<file path="config.mk">
export PLATFORM = sky130hd
export DESIGN_NAME = cam_cfg_top
export DESIGN_NICKNAME = d
export VERILOG_FILES = /design/src/design/cam_cfg_pkg.sv /design/src/design/cam_cfg_sequencer.sv /design/src/design/cam_reg_table.sv /design/src/design/cam_cfg_top.sv
export SDC_FILE = /design/constraint.sdc
export NUM_CORES = 1
export LEC_CHECK = 0
export ABC_AREA = 1
export BUFFER_PORTS_ARGS = -buffer_cell sky130_fd_sc_hd__buf_2
export CAP_MARGIN = 20
export CORE_MARGIN = 1
export CORE_UTILIZATION = 35
export CTS_BUF_LIST = sky130_fd_sc_hd__clkbuf_4
export CTS_CLUSTER_DIAMETER = 60
export DETAILED_ROUTE_END_ITERATION = 6
export PLACE_DENSITY = 0.63
export SYNTH_ARGS = -nofsm -noshare
export SYNTH_HDL_FRONTEND = slang
export SYNTH_SLANG_ARGS = --single-unit
</file>
<file path="constraint.sdc">
create_clock -name clk -period 1.85 [get_ports clk]
set_clock_uncertainty 0.05 [all_clocks]
set_input_delay 0.185 -clock clk [delete_from_list [all_inputs] [get_ports clk]]
set_output_delay 0.185 -clock clk [all_outputs]
set_load 0.02 [all_outputs]
</file>
<file path="src/design/cam_cfg_pkg.sv">
// Image sensor configuration types, table size and power-up timing
package cam_cfg_pkg;

    // ------------------------------------------------------------------------
    // Timing and table size
    // ------------------------------------------------------------------------

    // 20 ms settle time at a 1 MHz clock
    localparam int POWER_UP_CYCLES = 20000;
    localparam int CFG_REG_COUNT   = 40;      // Entries in the register table

    // ------------------------------------------------------------------------
    // Vector types
    // ------------------------------------------------------------------------

    typedef logic [5:0]  cfg_index_t;         // Table index
    typedef logic [15:0] sensor_addr_t;       // Sensor register address
    typedef logic [7:0]  sensor_data_t;       // Sensor register value
    typedef logic [12:0] pixel_count_t;       // Pixels per line or lines per frame
    typedef logic [14:0] power_up_count_t;    // Counts up to POWER_UP_CYCLES

    // ------------------------------------------------------------------------
    // Structures
    // ------------------------------------------------------------------------

    // One SCCB transfer handed to the external master
    typedef struct packed {
        logic         rd;     // 1 = read, 0 = write
        sensor_addr_t addr;
        sensor_data_t data;   // Don't care on reads
    } sccb_cmd_t;

    // Output window and frame timing
    typedef struct packed {
        pixel_count_t h_active;
        pixel_count_t v_active;
        pixel_count_t h_total;
        pixel_count_t v_total;
    } frame_size_t;

    // Sequencer FSM
    typedef enum logic [2:0] {
        CFG_POWER_UP,     // Wait for the sensor supplies to settle
        CFG_LOAD,         // Table stage registers the entry
        CFG_ISSUE,        // Exec strobe to the SCCB master
        CFG_WAIT_DONE,    // Master busy on the bus
        CFG_FINISHED      // Whole table sent
    } cfg_state_t;

endpackage

</file>
<file path="src/design/cam_cfg_sequencer.sv">
// Configuration sequencer: power-up wait, table walk and exec/done handshake
`timescale 1ns/1ps

module cam_cfg_sequencer
    import cam_cfg_pkg::*;
(
    input  logic       clk,
    input  logic       rst_n,
    input  logic       sccb_done,    // One-cycle pulse from the SCCB master
    output cfg_index_t cfg_index,    // Entry to fetch from the table
    output logic       sccb_exec,    // One-cycle command strobe
    output logic       init_done     // Sticky completion flag
);

    cfg_state_t      state;
    cfg_state_t      state_next;
    power_up_count_t power_up_cnt;
    logic            power_up_over;
    logic            last_entry;
    logic            done_accepted;

    // ------------------------------------------------------------------------
    // Power-up wait
    // ------------------------------------------------------------------------

    assign power_up_over = (power_up_cnt == power_up_count_t'(POWER_UP_CYCLES));

    always_ff @(posedge clk or negedge rst_n) begin
        if (!rst_n) begin
            power_up_cnt <= '0;
        end else if (state == CFG_POWER_UP && !power_up_over) begin
            power_up_cnt <= power_up_cnt + 1'b1;
        end
    end

    // ------------------------------------------------------------------------
    // FSM
    // ------------------------------------------------------------------------

    assign last_entry    = (cfg_index == cfg_index_t'(CFG_REG_COUNT - 1));
    assign done_accepted = (state == CFG_WAIT_DONE) && sccb_done;  // Stray dones dropped

    always_comb begin
        state_next = state;
        case (state)
            CFG_POWER_UP: begin
                if (power_up_over) begin
                    state_next = CFG_LOAD;
                end
            end
            CFG_LOAD:  state_next = CFG_ISSUE;
            CFG_ISSUE: state_next = CFG_WAIT_DONE;
            CFG_WAIT_DONE: begin
                if (sccb_done) begin
                    state_next = last_entry ? CFG_FINISHED : CFG_LOAD;
                end
            end
            CFG_FINISHED: state_next = CFG_FINISHED;   // Stay here until reset
            default:      state_next = CFG_POWER_UP;
        endcase
    end

    always_ff @(posedge clk or negedge rst_n) begin
        if (!rst_n) begin
            state <= CFG_POWER_UP;
        end else begin
            state <= state_next;
        end
    end

    // ------------------------------------------------------------------------
    // Index and completion
    // ------------------------------------------------------------------------

    // Next entry only once the master has finished the current one
    always_ff @(posedge clk or negedge rst_n) begin
        if (!rst_n) begin
            cfg_index <= '0;
        end else if (done_accepted && !last_entry) begin
            cfg_index <= cfg_index + 1'b1;
        end
    end

    always_ff @(posedge clk or negedge rst_n) begin
        if (!rst_n) begin
            init_done <= 1'b0;
        end else if (done_accepted && last_entry) begin
            init_done <= 1'b1;
        end
    end

    assign sccb_exec = (state == CFG_ISSUE);

endmodule

</file>
<file path="src/design/cam_reg_table.sv">
// Sensor register table, one registered command per clock selected by index
`timescale 1ns/1ps

module cam_reg_table
    import cam_cfg_pkg::*;
(
    input  logic        clk,
    input  logic        rst_n,
    input  cfg_index_t  cfg_index,
    input  frame_size_t frame_size,    // Static while the table is sent
    output sccb_cmd_t   sccb_cmd
);

    sccb_cmd_t entry;

    function automatic sccb_cmd_t wr(sensor_addr_t addr, sensor_data_t data);
        sccb_cmd_t cmd;
        cmd.rd   = 1'b0;
        cmd.addr = addr;
        cmd.data = data;
        return cmd;
    endfunction

    function automatic sccb_cmd_t rd(sensor_addr_t addr);
        sccb_cmd_t cmd;
        cmd.rd   = 1'b1;
        cmd.addr = addr;
        cmd.data = '0;
        return cmd;
    endfunction

    // ------------------------------------------------------------------------
    // Table contents
    // ------------------------------------------------------------------------

    always_comb begin
        case (cfg_index)
            // Chip ID first
            6'd0:  entry = rd(16'h300A);                 // ID high byte
            6'd1:  entry = rd(16'h300B);                 // ID low byte

            // Soft reset then wake up
            6'd2:  entry = wr(16'h3008, 8'h82);
            6'd3:  entry = wr(16'h3008, 8'h02);

            // PLL and system clocks
            6'd4:  entry = wr(16'h3103, 8'h02);          // Clock from PLL
            6'd5:  entry = wr(16'h3037, 8'h13);          // PLL root divider
            6'd6:  entry = wr(16'h3108, 8'h01);          // SCLK divider
            6'd7:  entry = wr(16'h3035, 8'h11);          // System clock divider
            6'd8:  entry = wr(16'h3036, 8'h3C);          // PLL multiplier

            // IO pad output enables
            6'd9:  entry = wr(16'h3017, 8'hFF);          // FREX, VSYNC, HREF, PCLK, D[9:6]
            6'd10: entry = wr(16'h3018, 8'hFF);          // D[5:0], GPIO1, GPIO0

            6'd11: entry = wr(16'h4300, 8'h61);          // RGB565 output

            // Sensor window, start and end corners
            6'd12: entry = wr(16'h3800, 8'h00);
            6'd13: entry = wr(16'h3801, 8'h00);
            6'd14: entry = wr(16'h3802, 8'h00);
            6'd15: entry = wr(16'h3803, 8'h04);
            6'd16: entry = wr(16'h3804, 8'h0A);
            6'd17: entry = wr(16'h3805, 8'h3F);
            6'd18: entry = wr(16'h3806, 8'h07);
            6'd19: entry = wr(16'h3807, 8'h9B);

            // Output size and total size from the frame-size input
            6'd20: entry = wr(16'h3808, {4'd0, frame_size.h_active[11:8]});
            6'd21: entry = wr(16'h3809, frame_size.h_active[7:0]);
            6'd22: entry = wr(16'h380A, {5'd0, frame_size.v_active[10:8]});
            6'd23: entry = wr(16'h380B, frame_size.v_active[7:0]);
            6'd24: entry = wr(16'h380C, {3'd0, frame_size.h_total[12:8]});
            6'd25: entry = wr(16'h380D, frame_size.h_total[7:0]);
            6'd26: entry = wr(16'h380E, {3'd0, frame_size.v_total[12:8]});
            6'd27: entry = wr(16'h380F, frame_size.v_total[7:0]);

            6'd28: entry = wr(16'h501F, 8'h01);          // ISP format mux to RGB

            // Subsampling, mirror and flip, window offsets
            6'd29: entry = wr(16'h3814, 8'h31);          // Horizontal step
            6'd30: entry = wr(16'h3815, 8'h31);          // Vertical step
            6'd31: entry = wr(16'h3820, 8'h46);
            6'd32: entry = wr(16'h3821, 8'h01);
            6'd33: entry = wr(16'h3810, 8'h00);
            6'd34: entry = wr(16'h3811, 8'h10);
            6'd35: entry = wr(16'h3812, 8'h00);
            6'd36: entry = wr(16'h3813, 8'h06);

            6'd37: entry = wr(16'h503D, 8'h00);          // Test pattern off

            // Flash strobe on, then off
            6'd38: entry = wr(16'h3019, 8'h02);
            6'd39: entry = wr(16'h3019, 8'h00);

            // Read-only ID register, harmless if ever sent
            default: entry = rd(16'h300A);
        endcase
    end

    // ------------------------------------------------------------------------
    // Output register
    // ------------------------------------------------------------------------

    always_ff @(posedge clk or negedge rst_n) begin
        if (!rst_n) begin
            sccb_cmd <= '0;
        end else begin
            sccb_cmd <= entry;                           // One cycle behind cfg_index
        end
    end

endmodule

</file>
<file path="src/design/cam_cfg_top.sv">
// Image sensor power-up configuration: sequencer plus register table
`timescale 1ns/1ps

module cam_cfg_top
    import cam_cfg_pkg::*;
(
    input  logic        clk,
    input  logic        rst_n,

    input  frame_size_t frame_size,    // Output and total frame size

    // Command port to the external SCCB master
    input  logic        sccb_done,
    output logic        sccb_exec,
    output sccb_cmd_t   sccb_cmd,

    output logic        init_done      // High once the whole table is acknowledged
);

    cfg_index_t cfg_index;

    // Stage 1, walks the table
    cam_cfg_sequencer sequencer_i (
        .clk       (clk),
        .rst_n     (rst_n),
        .sccb_done (sccb_done),
        .cfg_index (cfg_index),
        .sccb_exec (sccb_exec),
        .init_done (init_done)
    );

    // Stage 2, registered entry lookup
    cam_reg_table reg_table_i (
        .clk        (clk),
        .rst_n      (rst_n),
        .cfg_index  (cfg_index),
        .frame_size (frame_size),
        .sccb_cmd   (sccb_cmd)
    );

endmodule

</file>
Word level (Yosys, flattened, before mapping)
Index checks and enable logic that the tools add are counted.
{"block": "classes", "addsub": 2, "n_mul": 0, "div": 0, "n_lt_le_gt_ge": 0, "n_eq_ne": 46, "shifts": 0, "n_mux": 5, "n_bitwise": 0, "reduce_logical": 8}
{"cell": "case mux 25 bit (39 select lines)", "n": 1}
{"cell": "== test 6 x 5 -> 1 bit, second input constant", "n": 16}
{"cell": "== test 6 x 4 -> 1 bit, second input constant", "n": 8}
{"cell": "== test 6 bit, second input constant", "n": 8}
{"cell": "== test 6 x 3 -> 1 bit, second input constant", "n": 4}
{"cell": "adder 15 x 1 -> 15 bit, second input constant", "n": 1}
{"cell": "== test 15 bit, second input constant", "n": 1}
{"cell": "case mux 3 bit (5 select lines)", "n": 1}
{"cell": "== test 6 x 2 -> 1 bit, second input constant", "n": 2}
{"cell": "2-to-1 mux 3 bit", "n": 3}
{"cell": "adder 6 x 1 -> 6 bit, second input constant", "n": 1}
{"cell": "== test 3 x 2 -> 1 bit, second input constant", "n": 2}
{"cell": "== test 6 x 1 -> 1 bit, second input constant", "n": 1}
{"cell": "logical AND 1 bit", "n": 4}
{"cell": "== test 3 x 1 -> 1 bit, second input constant", "n": 1}
{"cell": "== test 3 bit, second input constant", "n": 1}
{"cell": "zero test 3 bit", "n": 1}
{"cell": "zero test 1 bit", "n": 2}
{"cell": "inequality test 2 x 1 -> 1 bit, second input constant", "n": 1}
{"cell": "inequality test 2 bit, second input constant", "n": 1}
{"cell": "AND reduction 2 bit", "n": 1}
{"block": "word_totals", "regBits": 50, "latchBits": 0, "mem_bits_rw": 0, "mem_bits_ro": 0, "out_inout_bits": 27, "wordCells": 68, "mem_count": 0}

Depth between registers and ports, before layout
{"block": "depth", "ltp_word": 4, "mapped_depth": 12, "depth_no_buf": 11}

Modules after synthesis
From an unflattened synthesis, not the netlist that was laid out.
{"block": "hier_totals", "cells_unflattened": 511, "area_unflattened_um2": 3300.7}
{"module": "cam_reg_table", "n_inst": 1, "cells_per_inst": 292, "area_per_inst_um2": 1775.5, "seq_area_each_um2": 525.5}
{"module": "cam_cfg_sequencer", "n_inst": 1, "cells_per_inst": 219, "area_per_inst_um2": 1525.2, "seq_area_each_um2": 625.6}

Least setup slack after synthesis
OpenSTA, ideal clock, no wires.
{"block": "synth_path", "path_kind": "reg-to-reg", "from": "reg sequencer_i.cfg_index[0]", "to": "reg, netlist name reg_table_i.sccb_cmd[21]", "setup_time_ns": 0.129, "arrival_ns": 1.556, "required_ns": 1.671, "setup_slack_ns": 0.115, "stages_incl_launch_ff": 10, "n_path_buf": 1, "synth_period_minus_slack_ns": 1.735, "path_cell_list": "dfrtp_1 -> inv_1 -> ha_1 -> buf_2 -> o211ai_1 -> nand2_2 -> nor2_1 -> nand2_1 -> nor2_1 -> nand3_1"}
{"element": "from (decl)", "line": "cam_cfg_sequencer.sv:10", "rtl": "output cfg_index_t cfg_index,"}
{"element": "from (signal assigned)", "line": "cam_cfg_sequencer.sv:80", "rtl": "cfg_index <= cfg_index + 1'b1;"}

==> impl_metrics.csv <==
group,metric,value,unit
grt,grt_max_degree,26,
route,drc_errors,0,
worst_setup_path,slowest_delay,0.42,ns
synthesis,synth.area.top_cells,"dfrtp_1 35%, nand2_1 13%, nand3_1 5.9%, nor2_1 5.8%, inv_1 4.2%",
power_and_ir_drop,p_int,1.208,mW
route,ant_nets,0,
clock_tree,root_buffer,"clkbuf_4",
outcome,failed_checks,"negative setup slack",
placement,place.gp.congestion,0.8787,
clock_tree,cts_tree,"yes",
finish,syn2layout_area_growth,32.72,%
sta,final-hold-violation-count,0,
run,maxCapViolCount,0,
sta,rsz0062_at_grt,"true",
power_and_ir_drop,ir_drop,0.2405,mV
placement,post-place-cells,665,
finish,layout.nets,642,
power_and_ir_drop,power_leakage,2.272,nW
floorplanning,dieArea,9845,um2
worst_setup_path,path_class,"register to register",
placement,portBuffers,74,
worst_setup_path,crit_arrival,2.07,ns
sta,slew_headroom,60.53,%
sta,slew_viol_final,0,
clock_tree,clk_latency,0.38,ns
synthesis,ys_ff_latch,46,
finish,antennaDiodeCount,0,
worst_setup_path,cp-startpoint,"sequencer_i.cfg_index[1]",
synthesis,netlist_area,3308,um2
synthesis,synthCells,451,
synthesis,synth_top_area_share,34.80,%
sta,fin_crit,1.858,ns
synthesis,synth_area_leader_cell,"dfrtp_1",
route,drt_iter0_markers,221,
route,vias_per_cell,4.958,
grt,track_usage,19.89,%
power_and_ir_drop,switchingPower,0.4121,mW
worst_setup_path,cp-end-kind,"register",
worst_setup_path,start_kind,"register",
outcome,status,"finished, violations left",
worst_setup_path,ff2ff_setup_slack,-0.008,ns
worst_setup_path,cpMaxStageDelayCell,"dfrtp_1",
worst_setup_path,cp.required,2.06,ns
grt,grt_first_pass_wirelength,15630,um
sta,fin_ws,-0.008361,ns
floorplanning,core,9196,um2
min_path,hp-class,"primary input to register",
worst_setup_path,r2r_cells,10,
finish,final_util,47.74,%
worst_setup_path,r2r_start,"sequencer_i.cfg_index[1]",
grt,first_global_vias,3271,
floorplanning,ioPinCount,82,
placement,hpwl,7226,um
sta,fmax,0.5381,GHz
worst_setup_path,crit_end,"reg_table_i.sccb_cmd[9]",
worst_setup_path,r2r-end,"reg_table_i.sccb_cmd[9]",
power_and_ir_drop,finalPower,1.621,mW
power_and_ir_drop,pwr-share-comb,6.1,%
grt,antenna_found_initial,0,
clock_tree,numClockSinks,46,
power_and_ir_drop,power_density,369.1,nW/um2
grt,grt-ovfl-total,0,
clock_tree,ctsHtreeMaxLevel,2,
synthesis,yosys_warnings,0,
clock_tree,clkTransAtPathRegs,0.15,ns
sta,setup_viol,1,
worst_setup_path,path_max_fanout,10,
clock_tree,clockBufferDepth,2,
worst_setup_path,worstPathCellList,"buf_4 -> ha_4 -> buf_4 -> buf_4 -> nand2_1 -> nor2_4 -> nor2_1 -> nand3_1 -> nor2_1 -> nand2_1",
finish,drive_gt1_share,34.25,%
worst_setup_path,cp_common_cell,"buf_4",
floorplanning,initial_core_util,35.97,%
power_and_ir_drop,clkPwrFrac,31.8,%
floorplanning,die_h,99.22,um
route,drtPass1Iterations,4,
route,wl_per_cell,13.58,um
sta,fin_crit_sh,100.5,%
route,routed_wirelength,9400,um
synthesis,seq_area_frac_synth,34.80,%
route,vias,3431,
synthesis,synth.avg_cell_area,7.335,um2
synthesis,synth.distinct_cells,35,
power_and_ir_drop,switching_share,25.43,%
clock_tree,cts_buffers,5,
floorplanning,rows,35,
power_and_ir_drop,power_frac_seq,62.1,%
finish,finalNonFillerCells,692,
sta,worst_pin_slew,0.5921,ns
floorplanning,die_w,99.22,um
kinds of logic (layout without fill, tap and decap cells):
| kind of cell | after synthesis | in the layout | synth area share [%] |
|---|---|---|---|
| AND/OR/NAND/NOR | 272 | 272 | 38.62 |
| buffers and inverters | 64 | 191 | 9.985 |
| AO/OA/AOI/OAI | 46 | 46 | 9.872 |
| flip-flops | 46 | 46 | 34.80 |
| XOR/XNOR | 15 | 15 | 3.971 |
| adder cells (fa/ha/maj) | 7 | 7 | 2.647 |
| other | 1 | 4 | 0.1134 |
through the flow:
stage | cell area, um2 | hold slack, ns | TNS [ns] | worst slack (ns)
after floorplan | 3319 | -0.1606 | 0 | 0.1151
after CTS | 4192 | 0.0008074 | 0 | 0.003619
after detailed placement | 4031 | 0.1759 | -0.03650 | -0.02172
after global routing | 4390 | 0.0005149 | -0.2947 | -0.09624
final | 4390 | 0.001878 | -0.008361 | -0.008361
after global placement | 4031 | 0.1629 | -0.005681 | -0.005681
registers in the layout (all words and copies together) (netlist names):
| signal | count |
|---|---|
| sequencer_i.power_up_cnt | 15 |
| sequencer_i.state | 3 |
| sequencer_i.init_done | 1 |
| sequencer_i.cfg_index | 6 |
| reg_table_i.sccb_cmd | 21 |
cell usage in the layout, fill, tap and decap left out, drive strengths merged, types with 7 or more instances in the layout:
| cell | instances |
|---|---|
| inv | 46 |
| nand4 | 18 |
| xor2 | 13 |
| buf | 128 |
| nand3 | 41 |
| dfrtp | 46 |
| nor2 | 66 |
| a21oi | 9 |
| nand2 | 127 |
| nor3 | 17 |
| dlygate4sd3 | 9 |
| ha | 7 |
| o21ai | 9 |
| o211ai | 17 |
| a22oi | 8 |
synthesized netlist by cell type (all sizes together):
| master | number |
|---|---|
| nor2 | 66 |
| o21ai | 9 |
| conb | 1 |
| inv | 46 |
| nand3 | 41 |
| nand2 | 127 |
| ha | 7 |
| o211ai | 17 |
| a22oi | 8 |
| nor3b | 1 |
| dfrtp | 46 |
| a211oi | 1 |
| clkbuf | 1 |
| and2 | 1 |
| nand4 | 18 |
| a21oi | 9 |
| o2bb2ai | 1 |
| o31ai | 1 |
| nor3 | 17 |
| buf | 17 |
| xnor2 | 2 |
| xor2 | 13 |
| nand3b | 1 |
what timing repair did:
action                                  in CTS  in global routing
hold buffers                                 9                  0
endpoints found under the hold margin       31                  0
pin swaps                                    1                 21
endpoints found under the setup margin       7                 18
resized for setup                            4                 29
setup buffers                                0                 10
worst max-delay path, delay by kind of cell, from the launching register on:
kind / cells / cell delay [ns]
and+or+nand+nor: 6 / 0.66
adders and majority gates: 1 / 0.19
DFF: 1 / 0.42
buffers and inverters: 3 / 0.42
how the worst min path moves through the flow:
stage	startpoint	end	slack, ns	cells after the start
6_report	frame_size[20]	reg_table_i.sccb_cmd[7]	0.002	3
5_1_grt	frame_size[20]	reg_table_i.sccb_cmd[7]	0.0005	3
4_1_cts	frame_size[20]	reg_table_i.sccb_cmd[7]	0.0008	3
3_5_place_dp	rst_n	sequencer_i.power_up_cnt[7]	0.18	1
3_3_place_gp	rst_n	sequencer_i.power_up_cnt[7]	0.16	1
2_1_floorplan	rst_n	reg_table_i.sccb_cmd[0]	-0.16	0
final cells by class:
cell class	count	area, um2
tap	111	138.9
multi-input combinational	344	1949
timing repair buffer	137	910.9
fill	922	4806
inverter	46	177.7
clock inverter	3	21.27
sequential	46	1155
clock buffer	5	37.54
routing by layer:
layer	track usage, %	routed length, um	part of all wire (%)	vias to the layer above
met5	0	0	0	-
met4	4.751	131	1.4	0
li1	-	-	-	1739
met1	26.78	4396	47	1574
met2	33.71	4463	47	106
met3	2.811	408	4.3	12
power by group through the flow:
stage	logic, mW	registers (mW)	clock network, mW
3_5_place_dp	0.0868	1.02	0
2_1_floorplan	0.0143	1.02	0
3_3_place_gp	0.0850	1.02	0
5_1_grt	0.112	1.01	0.572
4_1_cts	0.101	1.01	0.527
6_report	0.0996	1.01	0.515
Note: power is estimated with default switching activity, not from simulation.
